### src/logic/core_config.svh
`ifndef CORE_CONFIG_SVH
`define CORE_CONFIG_SVH

// Word and address width
`define DATA_WIDTH 32

// Register file size, register 0 reads as zero
`define REG_COUNT 32

// Fixed phase lengths in cycles
`define DECODE_CYCLES 2
`define RESET_HOLD_CYCLES 3

// Execute cycles of the long operations, all others take one
`define LAT_DIV 7
`define LAT_MOD 9
`define LAT_SQRT 16

`endif
### src/logic/busPkg.sv
`include "core_config.svh"

package busPkg;

    localparam int StrbWidth = `DATA_WIDTH / 8;

    // What the sequencer asks the bus master to do
    typedef enum logic [1:0] {
        FETCH_READ = 2'd0,
        DATA_READ  = 2'd1,
        DATA_WRITE = 2'd2
    } accessKindT;

    // Master to slave side of AXI4-Lite
    typedef struct packed {
        logic [`DATA_WIDTH-1:0] awaddr;
        logic                   awvalid;
        logic [`DATA_WIDTH-1:0] wdata;
        logic [StrbWidth-1:0]   wstrb;
        logic                   wvalid;
        logic                   bready;
        logic [`DATA_WIDTH-1:0] araddr;
        logic                   arvalid;
        logic                   rready;
    } axiLiteReqT;

    // Slave to master side
    typedef struct packed {
        logic                   awready;
        logic                   wready;
        logic                   bvalid;
        logic [1:0]             bresp;
        logic                   arready;
        logic                   rvalid;
        logic [`DATA_WIDTH-1:0] rdata;
        logic [1:0]             rresp;
    } axiLiteRspT;

endpackage

### src/logic/isaPkg.sv
`include "core_config.svh"

package isaPkg;

    localparam int RegIdxWidth = $clog2(`REG_COUNT);

    // Primary opcode, instruction bits 31:26
    typedef enum logic [5:0] {
        RTYPE = 6'h00,
        J     = 6'h02,
        JAL   = 6'h03,
        BEQ   = 6'h04,
        ADDI  = 6'h08,
        LW    = 6'h23,
        SW    = 6'h2b,
        HALT  = 6'h3f
    } opcodeT;

    // Function code of R-type instructions, bits 5:0
    typedef enum logic [5:0] {
        SQRT = 6'h03,
        DIV  = 6'h04,
        MOD  = 6'h05,
        ADD  = 6'h20,
        SUB  = 6'h22,
        AND  = 6'h24,
        OR   = 6'h25,
        SLT  = 6'h2a
    } functT;

    typedef struct packed {
        opcodeT                  opcode;
        functT                   funct;
        logic [`DATA_WIDTH-1:0]  a;
        logic [`DATA_WIDTH-1:0]  b;
        logic [`DATA_WIDTH-1:0]  imm;
        logic [25:0]             target;
        logic [RegIdxWidth-1:0]  dest;
        logic                    isLoad;
        logic                    isStore;
        logic                    isJal;
        logic                    isJump;
        logic                    isBranch;
        logic                    isHalt;
    } decodedT;

    typedef struct packed {
        logic [`DATA_WIDTH-1:0] value;
        logic                   taken;
    } execResultT;

    typedef struct packed {
        logic                   enable;
        logic [RegIdxWidth-1:0] index;
        logic [`DATA_WIDTH-1:0] data;
    } regWriteT;

endpackage

### src/logic/coreTop.sv
`timescale 1ns/1ps
`include "core_config.svh"

module coreTop import isaPkg::*, busPkg::*; (
    input  logic       Clock,
    input  logic       rstN,
    input  axiLiteRspT busRsp,
    output axiLiteReqT busReq,
    output logic       halted
);

    decodedT                decoded;
    execResultT             result;
    regWriteT               regWb;
    accessKindT             busKind;
    logic                   busStart;
    logic                   busDone;
    logic                   decodeEn;
    logic                   execStart;
    logic                   execWrite;
    logic                   regWrite;
    logic                   pcUpdate;
    logic [`DATA_WIDTH-1:0] rdata;
    logic [`DATA_WIDTH-1:0] pc;

    sequencer uSequencer (
        .Clock(Clock), .rstN(rstN), .decoded(decoded), .busDone(busDone),
        .busStart(busStart), .busKind(busKind), .loadInstr(),
        .decodeEn(decodeEn), .execStart(execStart), .execWrite(execWrite),
        .regWrite(regWrite), .pcUpdate(pcUpdate), .halted(halted)
    );

    // Bus read data doubles as the instruction register
    decodeUnit uDecode (
        .Clock(Clock), .rstN(rstN), .instr(rdata), .decodeEn(decodeEn),
        .regWb(regWb), .decoded(decoded)
    );

    executeUnit uExecute (
        .Clock(Clock), .rstN(rstN), .decoded(decoded), .execStart(execStart),
        .execWrite(execWrite), .result(result)
    );

    resultUnit uResult (
        .Clock(Clock), .rstN(rstN), .decoded(decoded), .result(result),
        .loadData(rdata), .regWrite(regWrite), .pcUpdate(pcUpdate),
        .pc(pc), .regWb(regWb)
    );

    busMaster uBusMaster (
        .Clock(Clock), .rstN(rstN), .busStart(busStart), .busKind(busKind),
        .pc(pc), .result(result), .decoded(decoded), .busRsp(busRsp),
        .busReq(busReq), .busDone(busDone), .rdata(rdata)
    );

endmodule

### src/logic/busMaster.sv
`timescale 1ns/1ps
`include "core_config.svh"

module busMaster import isaPkg::*, busPkg::*; (
    input  logic                   Clock,
    input  logic                   rstN,
    input  logic                   busStart,
    input  accessKindT             busKind,
    input  logic [`DATA_WIDTH-1:0] pc,
    input  execResultT             result,
    input  decodedT                decoded,
    input  axiLiteRspT             busRsp,
    output axiLiteReqT             busReq,
    output logic                   busDone,
    output logic [`DATA_WIDTH-1:0] rdata
);

    logic awAccepted;
    logic wAccepted;
    logic writeAccepted;

    // Address and data may be taken in either order
    assign awAccepted    = !busReq.awvalid || busRsp.awready;
    assign wAccepted     = !busReq.wvalid || busRsp.wready;
    assign writeAccepted = (busReq.awvalid || busReq.wvalid) && awAccepted && wAccepted;

    always_ff @(posedge Clock) begin
        busDone <= 1'b0;
        if (!rstN) begin
            busReq.awvalid <= 1'b0;
            busReq.wvalid  <= 1'b0;
            busReq.bready  <= 1'b0;
            busReq.arvalid <= 1'b0;
            busReq.rready  <= 1'b0;
        end else begin
            if (busStart && busKind == DATA_WRITE) begin
                busReq.awaddr  <= result.value;
                busReq.wdata   <= decoded.b;
                busReq.wstrb   <= '1;
                busReq.awvalid <= 1'b1;
                busReq.wvalid  <= 1'b1;
            end else if (busStart) begin
                busReq.araddr  <= (busKind == FETCH_READ) ? pc : result.value;
                busReq.arvalid <= 1'b1;
            end
            if (busReq.awvalid && busRsp.awready) busReq.awvalid <= 1'b0;
            if (busReq.wvalid && busRsp.wready) busReq.wvalid <= 1'b0;
            if (writeAccepted) busReq.bready <= 1'b1;
            if (busReq.bready && busRsp.bvalid) begin
                busReq.bready <= 1'b0;
                busDone       <= 1'b1;
            end
            if (busReq.arvalid && busRsp.arready) begin
                busReq.arvalid <= 1'b0;
                busReq.rready  <= 1'b1;
            end
            // Read data is held here until the next read
            if (busReq.rready && busRsp.rvalid) begin
                busReq.rready <= 1'b0;
                rdata         <= busRsp.rdata;
                busDone       <= 1'b1;
            end
        end
    end

endmodule

### src/logic/resultUnit.sv
`timescale 1ns/1ps
`include "core_config.svh"

module resultUnit import isaPkg::*; (
    input  logic                   Clock,
    input  logic                   rstN,
    input  decodedT                decoded,
    input  execResultT             result,
    input  logic [`DATA_WIDTH-1:0] loadData,
    input  logic                   regWrite,
    input  logic                   pcUpdate,
    output logic [`DATA_WIDTH-1:0] pc,
    output regWriteT               regWb
);

    logic [`DATA_WIDTH-1:0] pcPlus4;
    logic [`DATA_WIDTH-1:0] jumpTarget;
    logic [`DATA_WIDTH-1:0] branchTarget;
    logic [`DATA_WIDTH-1:0] nextPc;

    assign pcPlus4      = pc + 32'd4;
    // Upper bits come from the following instruction
    assign jumpTarget   = {pcPlus4[31:28], decoded.target, 2'b00};
    assign branchTarget = pcPlus4 + {decoded.imm[29:0], 2'b00};

    always_comb begin
        if (decoded.isJump) nextPc = jumpTarget;
        else if (decoded.isBranch && result.taken) nextPc = branchTarget;
        else nextPc = pcPlus4;
    end

    always_ff @(posedge Clock) begin
        if (!rstN) begin
            pc <= '0;
        end else if (pcUpdate) begin
            pc <= nextPc;
        end
    end

    always_comb begin
        regWb.enable = regWrite;
        regWb.index  = decoded.dest;
        if (decoded.isLoad) regWb.data = loadData;
        else if (decoded.isJal) regWb.data = pcPlus4;
        else regWb.data = result.value;
    end

endmodule

### src/logic/executeUnit.sv
`timescale 1ns/1ps
`include "core_config.svh"

module executeUnit import isaPkg::*; (
    input  logic       Clock,
    input  logic       rstN,
    input  decodedT    decoded,
    input  logic       execStart,
    input  logic       execWrite,
    output execResultT result
);

    logic [`DATA_WIDTH-1:0] opB;
    logic [`DATA_WIDTH-1:0] aluValue;
    logic [`DATA_WIDTH-1:0] quotient;
    logic [`DATA_WIDTH-1:0] remainder;
    logic                   startQ;
    logic                   sqrtStart;
    logic [15:0]            sqrtRoot;
    logic [15:0]            rootSrc;
    logic [15:0]            rootNext;
    logic [17:0]            sqrtRem;
    logic [17:0]            remSrc;
    logic [17:0]            remNext;
    logic [31:0]            sqrtRad;
    logic [31:0]            radSrc;
    logic [19:0]            remShift;
    logic [19:0]            trial;

    assign sqrtStart = execStart && !startQ;
    assign opB = (decoded.opcode == RTYPE || decoded.opcode == BEQ) ? decoded.b : decoded.imm;

    // Unsigned, operands stay put for the whole execute phase
    assign quotient  = (decoded.b == '0) ? '1 : decoded.a / decoded.b;
    assign remainder = (decoded.b == '0) ? decoded.a : decoded.a % decoded.b;

    // One restoring root step, two radicand bits per cycle
    always_comb begin
        remSrc   = sqrtStart ? 18'd0 : sqrtRem;
        rootSrc  = sqrtStart ? 16'd0 : sqrtRoot;
        radSrc   = sqrtStart ? decoded.a : sqrtRad;
        remShift = {remSrc, radSrc[31:30]};
        trial    = {2'b00, rootSrc, 2'b01};
        if (remShift >= trial) begin
            remNext  = 18'(remShift - trial);
            rootNext = {rootSrc[14:0], 1'b1};
        end else begin
            remNext  = remShift[17:0];
            rootNext = {rootSrc[14:0], 1'b0};
        end
    end

    always_ff @(posedge Clock) begin
        if (!rstN) begin
            startQ <= 1'b0;
        end else begin
            startQ <= execStart;
        end
    end

    always_ff @(posedge Clock) begin
        if (execStart) begin
            sqrtRem  <= remNext;
            sqrtRoot <= rootNext;
            sqrtRad  <= {radSrc[29:0], 2'b00};
        end
    end

    always_comb begin
        case (decoded.funct)
            ADD:     aluValue = decoded.a + opB;
            SUB:     aluValue = decoded.a - opB;
            AND:     aluValue = decoded.a & opB;
            OR:      aluValue = decoded.a | opB;
            SLT:     aluValue = {31'b0, $signed(decoded.a) < $signed(opB)};
            DIV:     aluValue = quotient;
            MOD:     aluValue = remainder;
            SQRT:    aluValue = {16'b0, sqrtRoot};
            default: aluValue = '0;
        endcase
    end

    always_ff @(posedge Clock) begin
        if (execWrite) begin
            result.value <= aluValue;
            result.taken <= decoded.a == decoded.b;
        end
    end

endmodule

### src/logic/decodeUnit.sv
`timescale 1ns/1ps
`include "core_config.svh"

module decodeUnit import isaPkg::*; (
    input  logic                   Clock,
    input  logic                   rstN,
    input  logic [`DATA_WIDTH-1:0] instr,
    input  logic                   decodeEn,
    input  regWriteT               regWb,
    output decodedT                decoded
);

    logic [`DATA_WIDTH-1:0] regFile [`REG_COUNT];
    logic [RegIdxWidth-1:0] rs;
    logic [RegIdxWidth-1:0] rt;
    logic [RegIdxWidth-1:0] rd;
    opcodeT                 opcode;
    decodedT                next;

    assign opcode = opcodeT'(instr[31:26]);
    assign rs     = instr[25:21];
    assign rt     = instr[20:16];
    assign rd     = instr[15:11];

    always_comb begin
        next        = '0;
        next.opcode = opcode;
        // Non R-type instructions use the adder
        next.funct  = (opcode == RTYPE) ? functT'(instr[5:0]) : ADD;
        next.a      = (rs == '0) ? '0 : regFile[rs];
        next.b      = (rt == '0) ? '0 : regFile[rt];
        next.imm    = {{16{instr[15]}}, instr[15:0]};
        next.target = instr[25:0];
        case (opcode)
            RTYPE: next.dest = rd;
            ADDI:  next.dest = rt;
            LW: begin
                next.dest   = rt;
                next.isLoad = 1'b1;
            end
            SW:    next.isStore = 1'b1;
            BEQ:   next.isBranch = 1'b1;
            J:     next.isJump = 1'b1;
            JAL: begin
                next.dest   = RegIdxWidth'(`REG_COUNT - 1);
                next.isJump = 1'b1;
                next.isJal  = 1'b1;
            end
            HALT:  next.isHalt = 1'b1;
            // Unknown opcodes fall through as a write to register 0
            default: next.dest = '0;
        endcase
    end

    always_ff @(posedge Clock) begin
        if (regWb.enable && regWb.index != '0) begin
            regFile[regWb.index] <= regWb.data;
        end
    end

    always_ff @(posedge Clock) begin
        if (!rstN) begin
            decoded <= '0;
        end else if (decodeEn) begin
            decoded <= next;
        end
    end

endmodule

### src/logic/sequencer.sv
`timescale 1ns/1ps
`include "core_config.svh"

module sequencer import isaPkg::*, busPkg::*; (
    input  logic       Clock,
    input  logic       rstN,
    input  decodedT    decoded,
    input  logic       busDone,
    output logic       busStart,
    output accessKindT busKind,
    output logic       loadInstr,
    output logic       decodeEn,
    output logic       execStart,
    output logic       execWrite,
    output logic       regWrite,
    output logic       pcUpdate,
    output logic       halted
);

    typedef enum logic [3:0] {
        HOLD,
        FETCH,
        DECODE,
        EXEC,
        EXEC_WRITE,
        WB_JUMP,
        WB_STORE,
        WB_LOAD,
        WB_REG,
        STOPPED
    } stateT;

    localparam logic [4:0] HoldLast   = 5'(`RESET_HOLD_CYCLES - 1);
    localparam logic [4:0] DecodeLast = 5'(`DECODE_CYCLES - 1);

    stateT      state;
    stateT      nextState;
    logic       phaseChange;
    logic       startsBus;
    accessKindT startKind;
    logic [4:0] execCycles;
    // One counter serves reset hold, decode and execute
    logic [4:0] cycleCnt;

    function automatic logic [4:0] latencyOf(input decodedT d);
        logic [4:0] lat;
        lat = 5'd1;
        if (d.opcode == RTYPE) begin
            case (d.funct)
                DIV:     lat = 5'(`LAT_DIV);
                MOD:     lat = 5'(`LAT_MOD);
                SQRT:    lat = 5'(`LAT_SQRT);
                default: lat = 5'd1;
            endcase
        end
        return lat;
    endfunction

    assign execCycles = latencyOf(decoded);

    always_comb begin
        nextState = state;
        case (state)
            HOLD:       if (cycleCnt == HoldLast) nextState = FETCH;
            FETCH:      if (busDone) nextState = DECODE;
            DECODE:     if (cycleCnt == DecodeLast) nextState = EXEC;
            EXEC:       if (cycleCnt == execCycles - 5'd1) nextState = EXEC_WRITE;
            EXEC_WRITE: begin
                // HALT is caught here, after its execute cycle
                if (decoded.isHalt) nextState = STOPPED;
                else if (decoded.isJump || decoded.isBranch) nextState = WB_JUMP;
                else if (decoded.isStore) nextState = WB_STORE;
                else if (decoded.isLoad) nextState = WB_LOAD;
                else nextState = WB_REG;
            end
            WB_JUMP,
            WB_REG:     nextState = FETCH;
            WB_STORE:   if (busDone) nextState = FETCH;
            WB_LOAD:    if (busDone) nextState = WB_REG;
            default:    nextState = STOPPED;
        endcase
    end

    assign phaseChange = nextState != state;

    // Phases that open with a bus request
    always_comb begin
        startsBus = 1'b1;
        startKind = FETCH_READ;
        case (nextState)
            FETCH:    startKind = FETCH_READ;
            WB_STORE: startKind = DATA_WRITE;
            WB_LOAD:  startKind = DATA_READ;
            default:  startsBus = 1'b0;
        endcase
    end

    always_ff @(posedge Clock) begin
        if (!rstN) begin
            state    <= HOLD;
            cycleCnt <= '0;
            busStart <= 1'b0;
        end else begin
            state    <= nextState;
            cycleCnt <= phaseChange ? 5'd0 : cycleCnt + 5'd1;
            busStart <= phaseChange && startsBus;
        end
    end

    always_ff @(posedge Clock) begin
        if (phaseChange) begin
            busKind <= startKind;
        end
    end

    assign loadInstr = state == FETCH;
    assign decodeEn  = state == DECODE;
    assign execStart = state == EXEC;
    assign execWrite = state == EXEC_WRITE;
    // Link register is written in the jump writeback cycle
    assign regWrite  = (state == WB_REG) || (state == WB_JUMP && decoded.isJal);
    assign pcUpdate  = (state == WB_JUMP) || (state == WB_REG) || (state == WB_STORE && busDone);
    assign halted    = state == STOPPED;

endmodule

### config.mk
export PLATFORM = sky130hd
export DESIGN_NAME = coreTop
export DESIGN_NICKNAME = d
export VERILOG_FILES = /design/src/logic/busPkg.sv /design/src/logic/isaPkg.sv /design/src/logic/coreTop.sv /design/src/logic/busMaster.sv /design/src/logic/resultUnit.sv /design/src/logic/executeUnit.sv /design/src/logic/decodeUnit.sv /design/src/logic/sequencer.sv
export VERILOG_INCLUDE_DIRS = /design/src /design/src/logic
export SDC_FILE = /design/constraint.sdc
export NUM_CORES = 2
export LEC_CHECK = 0
export BUFFER_PORTS_ARGS = -buffer_cell sky130_fd_sc_hd__clkbuf_2
export CAP_MARGIN = 10
export CORE_UTILIZATION = 40
export DETAILED_ROUTE_END_ITERATION = 6
export PLACE_DENSITY = 0.62
export SYNTH_ARGS = -nofsm -noshare
export SYNTH_HDL_FRONTEND = slang
export SYNTH_HIERARCHICAL = 1
export SYNTH_SLANG_ARGS = --single-unit
### constraint.sdc
create_clock -name Clock -period 121 [get_ports Clock]
set_input_delay 6.05 -clock Clock [delete_from_list [all_inputs] [get_ports Clock]]
set_output_delay 6.05 -clock Clock [all_outputs]
set_load 0.01 [all_outputs]
==> metrics.txt <==
Mapped Cells=9447; Sequential Area=40800 µm²; WS Path Type=reg -> reg; Top Usage Layer GRT=met2; Worst Path Buf+Inv=27; CTS tree=yes; setup_tns=0 ns; Skew-Pair Late Insertion Delay=0.84 ns; Die W=507 µm; Initial Util=40.2%; Post-CTS Setup Bufs=0; Hold Crit Class=reg -> reg; share of cells above drive strength 1=15.9%; Post-CTS Resized=0; area of the multi-input gates=58300 µm²; Worst Path Required=121.49 ns; status=finished with violations; number of cells on the worst reg-to-reg path=287; number of port buffers=140; R2R setup slack=28.17 ns; GPL Wtd Cong=0.993; GRT overflow=0; fin crit period=92.83 ns; antenna-violating nets left=0; Final period util=76.7%; M3 GR Usage=5.77%; Die ar.=257000 µm²; hold depth=2; number of global-route vias before repair=81400; clock sinks=1411; max cap viols=0; Chip Height=507 µm; GR Util All Layers=29.8%; GR Layer Usage met2=47.8%; NumNets Final=10300; critical path capture point type=register; Hold Crit Start=uDecode/decoded[71]$_SDFFE_PN0P_; Post-CTS Hold Buffers=0; Max clock buf depth=3; crit-path max FO=37; final-report hold violation count=0; DR vias=84900; post-route cell area=113000 µm²; initial DRC count=10200; Placed Instance Area=107000 µm²; worst hold margin=0.464 ns; # fillers=23400; RR Endpoint=uExecute/result[26]$_DFFE_PP_; Hold Path End=uDecode/decoded[71]$_SDFFE_PN0P_; first-pass GRT wire length=561 mm; maximum clock frequency=10.8 MHz; most used cell, CP=ha_1; Area growth syn-to-layout=10.2%; failing checks=DRC; Ports=149; critical path arrival=93.33 ns; # setup viols final=0; met1 GRT Util=38.0%; core footprint=254000 µm²; post-DP HPWL=274 mm; synthesized cell area=102000 µm²; Worst Tran Pin Value=1.30 ns; critical path launch point type=register; largest net degree at the start of global routing=134; unrepaired setup endpoints after global routing=false; Synth warnings=6; total CTS buffers=149; Via density=6.52; Routed WL=395 mm; drt first pass iters=7; Clock Root Buffer=clkbuf_16; WL/cell=30.4 µm; DR DRC count=2; headroom to the max-slew limit=12.6%; Syn Area/Cell=10.8 µm²; R2R Path Start=uDecode/decoded[81]$_SDFFE_PN0P_; initial antenna violation count=23; # rows=185; CP peak stage delay=1.10 ns; CTS clk-pin slew, worst paths=0.06 ns; clock skew=0.0476 ns; CP delay by family, top=compound AO/OA/AOI/OAI gates; H-tree levels=4; Max Slew Vio Count=0; critical path's slowest cell=o31ai_1
-- state kept, by name, summed over array words and instances, names as in the netlist --
signal,flops
uBusMaster/busDone,1
uBusMaster/busReq,101
uBusMaster/rdata,32
uDecode/decoded,113
uDecode/regFile,1024
uExecute/result,33
uExecute/sqrtRad,30
uExecute/sqrtRem,18
uExecute/sqrtRoot,16
uExecute/startQ,1
uResult/pc,30
uSequencer/busKind,2
uSequencer/busStart,1
uSequencer/cycleCnt,5
uSequencer/state,4
-- worst max path at each step --
stage / from / to / cells past startpoint
floorplan: uDecode/decoded[69]$_SDFFE_PN0P_ / uExecute/result[18]$_DFFE_PP_ / 309
global placement: uDecode/decoded[81]$_SDFFE_PN0P_ / uExecute/result[26]$_DFFE_PP_ / 283
detailed placement: uDecode/decoded[81]$_SDFFE_PN0P_ / uExecute/result[26]$_DFFE_PP_ / 286
CTS: uDecode/decoded[81]$_SDFFE_PN0P_ / uExecute/result[26]$_DFFE_PP_ / 286
global route: uDecode/decoded[81]$_SDFFE_PN0P_ / uExecute/result[26]$_DFFE_PP_ / 289
finish: uDecode/decoded[81]$_SDFFE_PN0P_ / uExecute/result[26]$_DFFE_PP_ / 287
-- area by class of cell --
| cell class | count | area share [%] |
|---|---|---|
| timing repair buffer | 401 | 2.50 |
| antenna | 9 | 0.0200 |
| clock buffer | 211 | 3.62 |
| multi-input combinational | 7175 | 51.8 |
| clock inverter | 68 | 0.876 |
| tap | 3366 | 3.74 |
| inverter | 382 | 1.27 |
| sequential | 1411 | 36.2 |
-- tightest hold or removal path, delay by kind of cell (launching register included) --
kind               cells  cell delay [ns]
and+or+nand+nor        1             0.05
DFF                    1             0.33
AOI/OAI and AO/OA      1             0.05
-- layer usage --
metal | wire length, µm | up-vias
met3 | 38300 | 1071
li1 | - | 36700
met5 | 53 | -
met2 | 181000 | 4855
met1 | 153000 | 42300
met4 | 23000 | 8
-- cells in the final DEF (no fill, tap or decap), types with 53 or more instances in the layout --
cell       count
buf_4        245
mux4_2       478
xnor2_1      294
a21oi_1      557
a2111oi_0     62
o22ai_1      102
and2_1        77
nand2b_1      74
o211ai_1     135
a211oi_1      73
a31oi_1       97
clkbuf_16    149
nand4_1       68
xor2_1       207
dfxtp_1      157
nand3_1      187
a21o_1       198
nor2b_1      105
a22o_1        63
mux2_2       187
inv_1        343
o21ai_0      436
nor2_1       591
nand2_1      769
clkbuf_2     139
nor3_1       179
ha_1         685
or3_1         70
o21a_1       146
o21bai_1      53
mux2i_1      231
edfxtp_1    1251
a22oi_1       62
o31ai_1       83
and3_1        61
-- stage by stage --
step / util [%] / std cells / setup slack, ns
2_1_floorplan: - / 9482 / 50.59
3_3_place_gp: 42.3 / 12700 / 31.33
3_5_place_dp: 42.3 / 12700 / 30.78
4_1_cts: 44.3 / 13000 / 30.40
5_1_grt: 44.3 / 13000 / 24.43
6_report: 44.3 / 13000 / 28.17
Power is not shown: default switching activity piles up to over one toggle a cycle in this logic, so the estimate is an artifact.
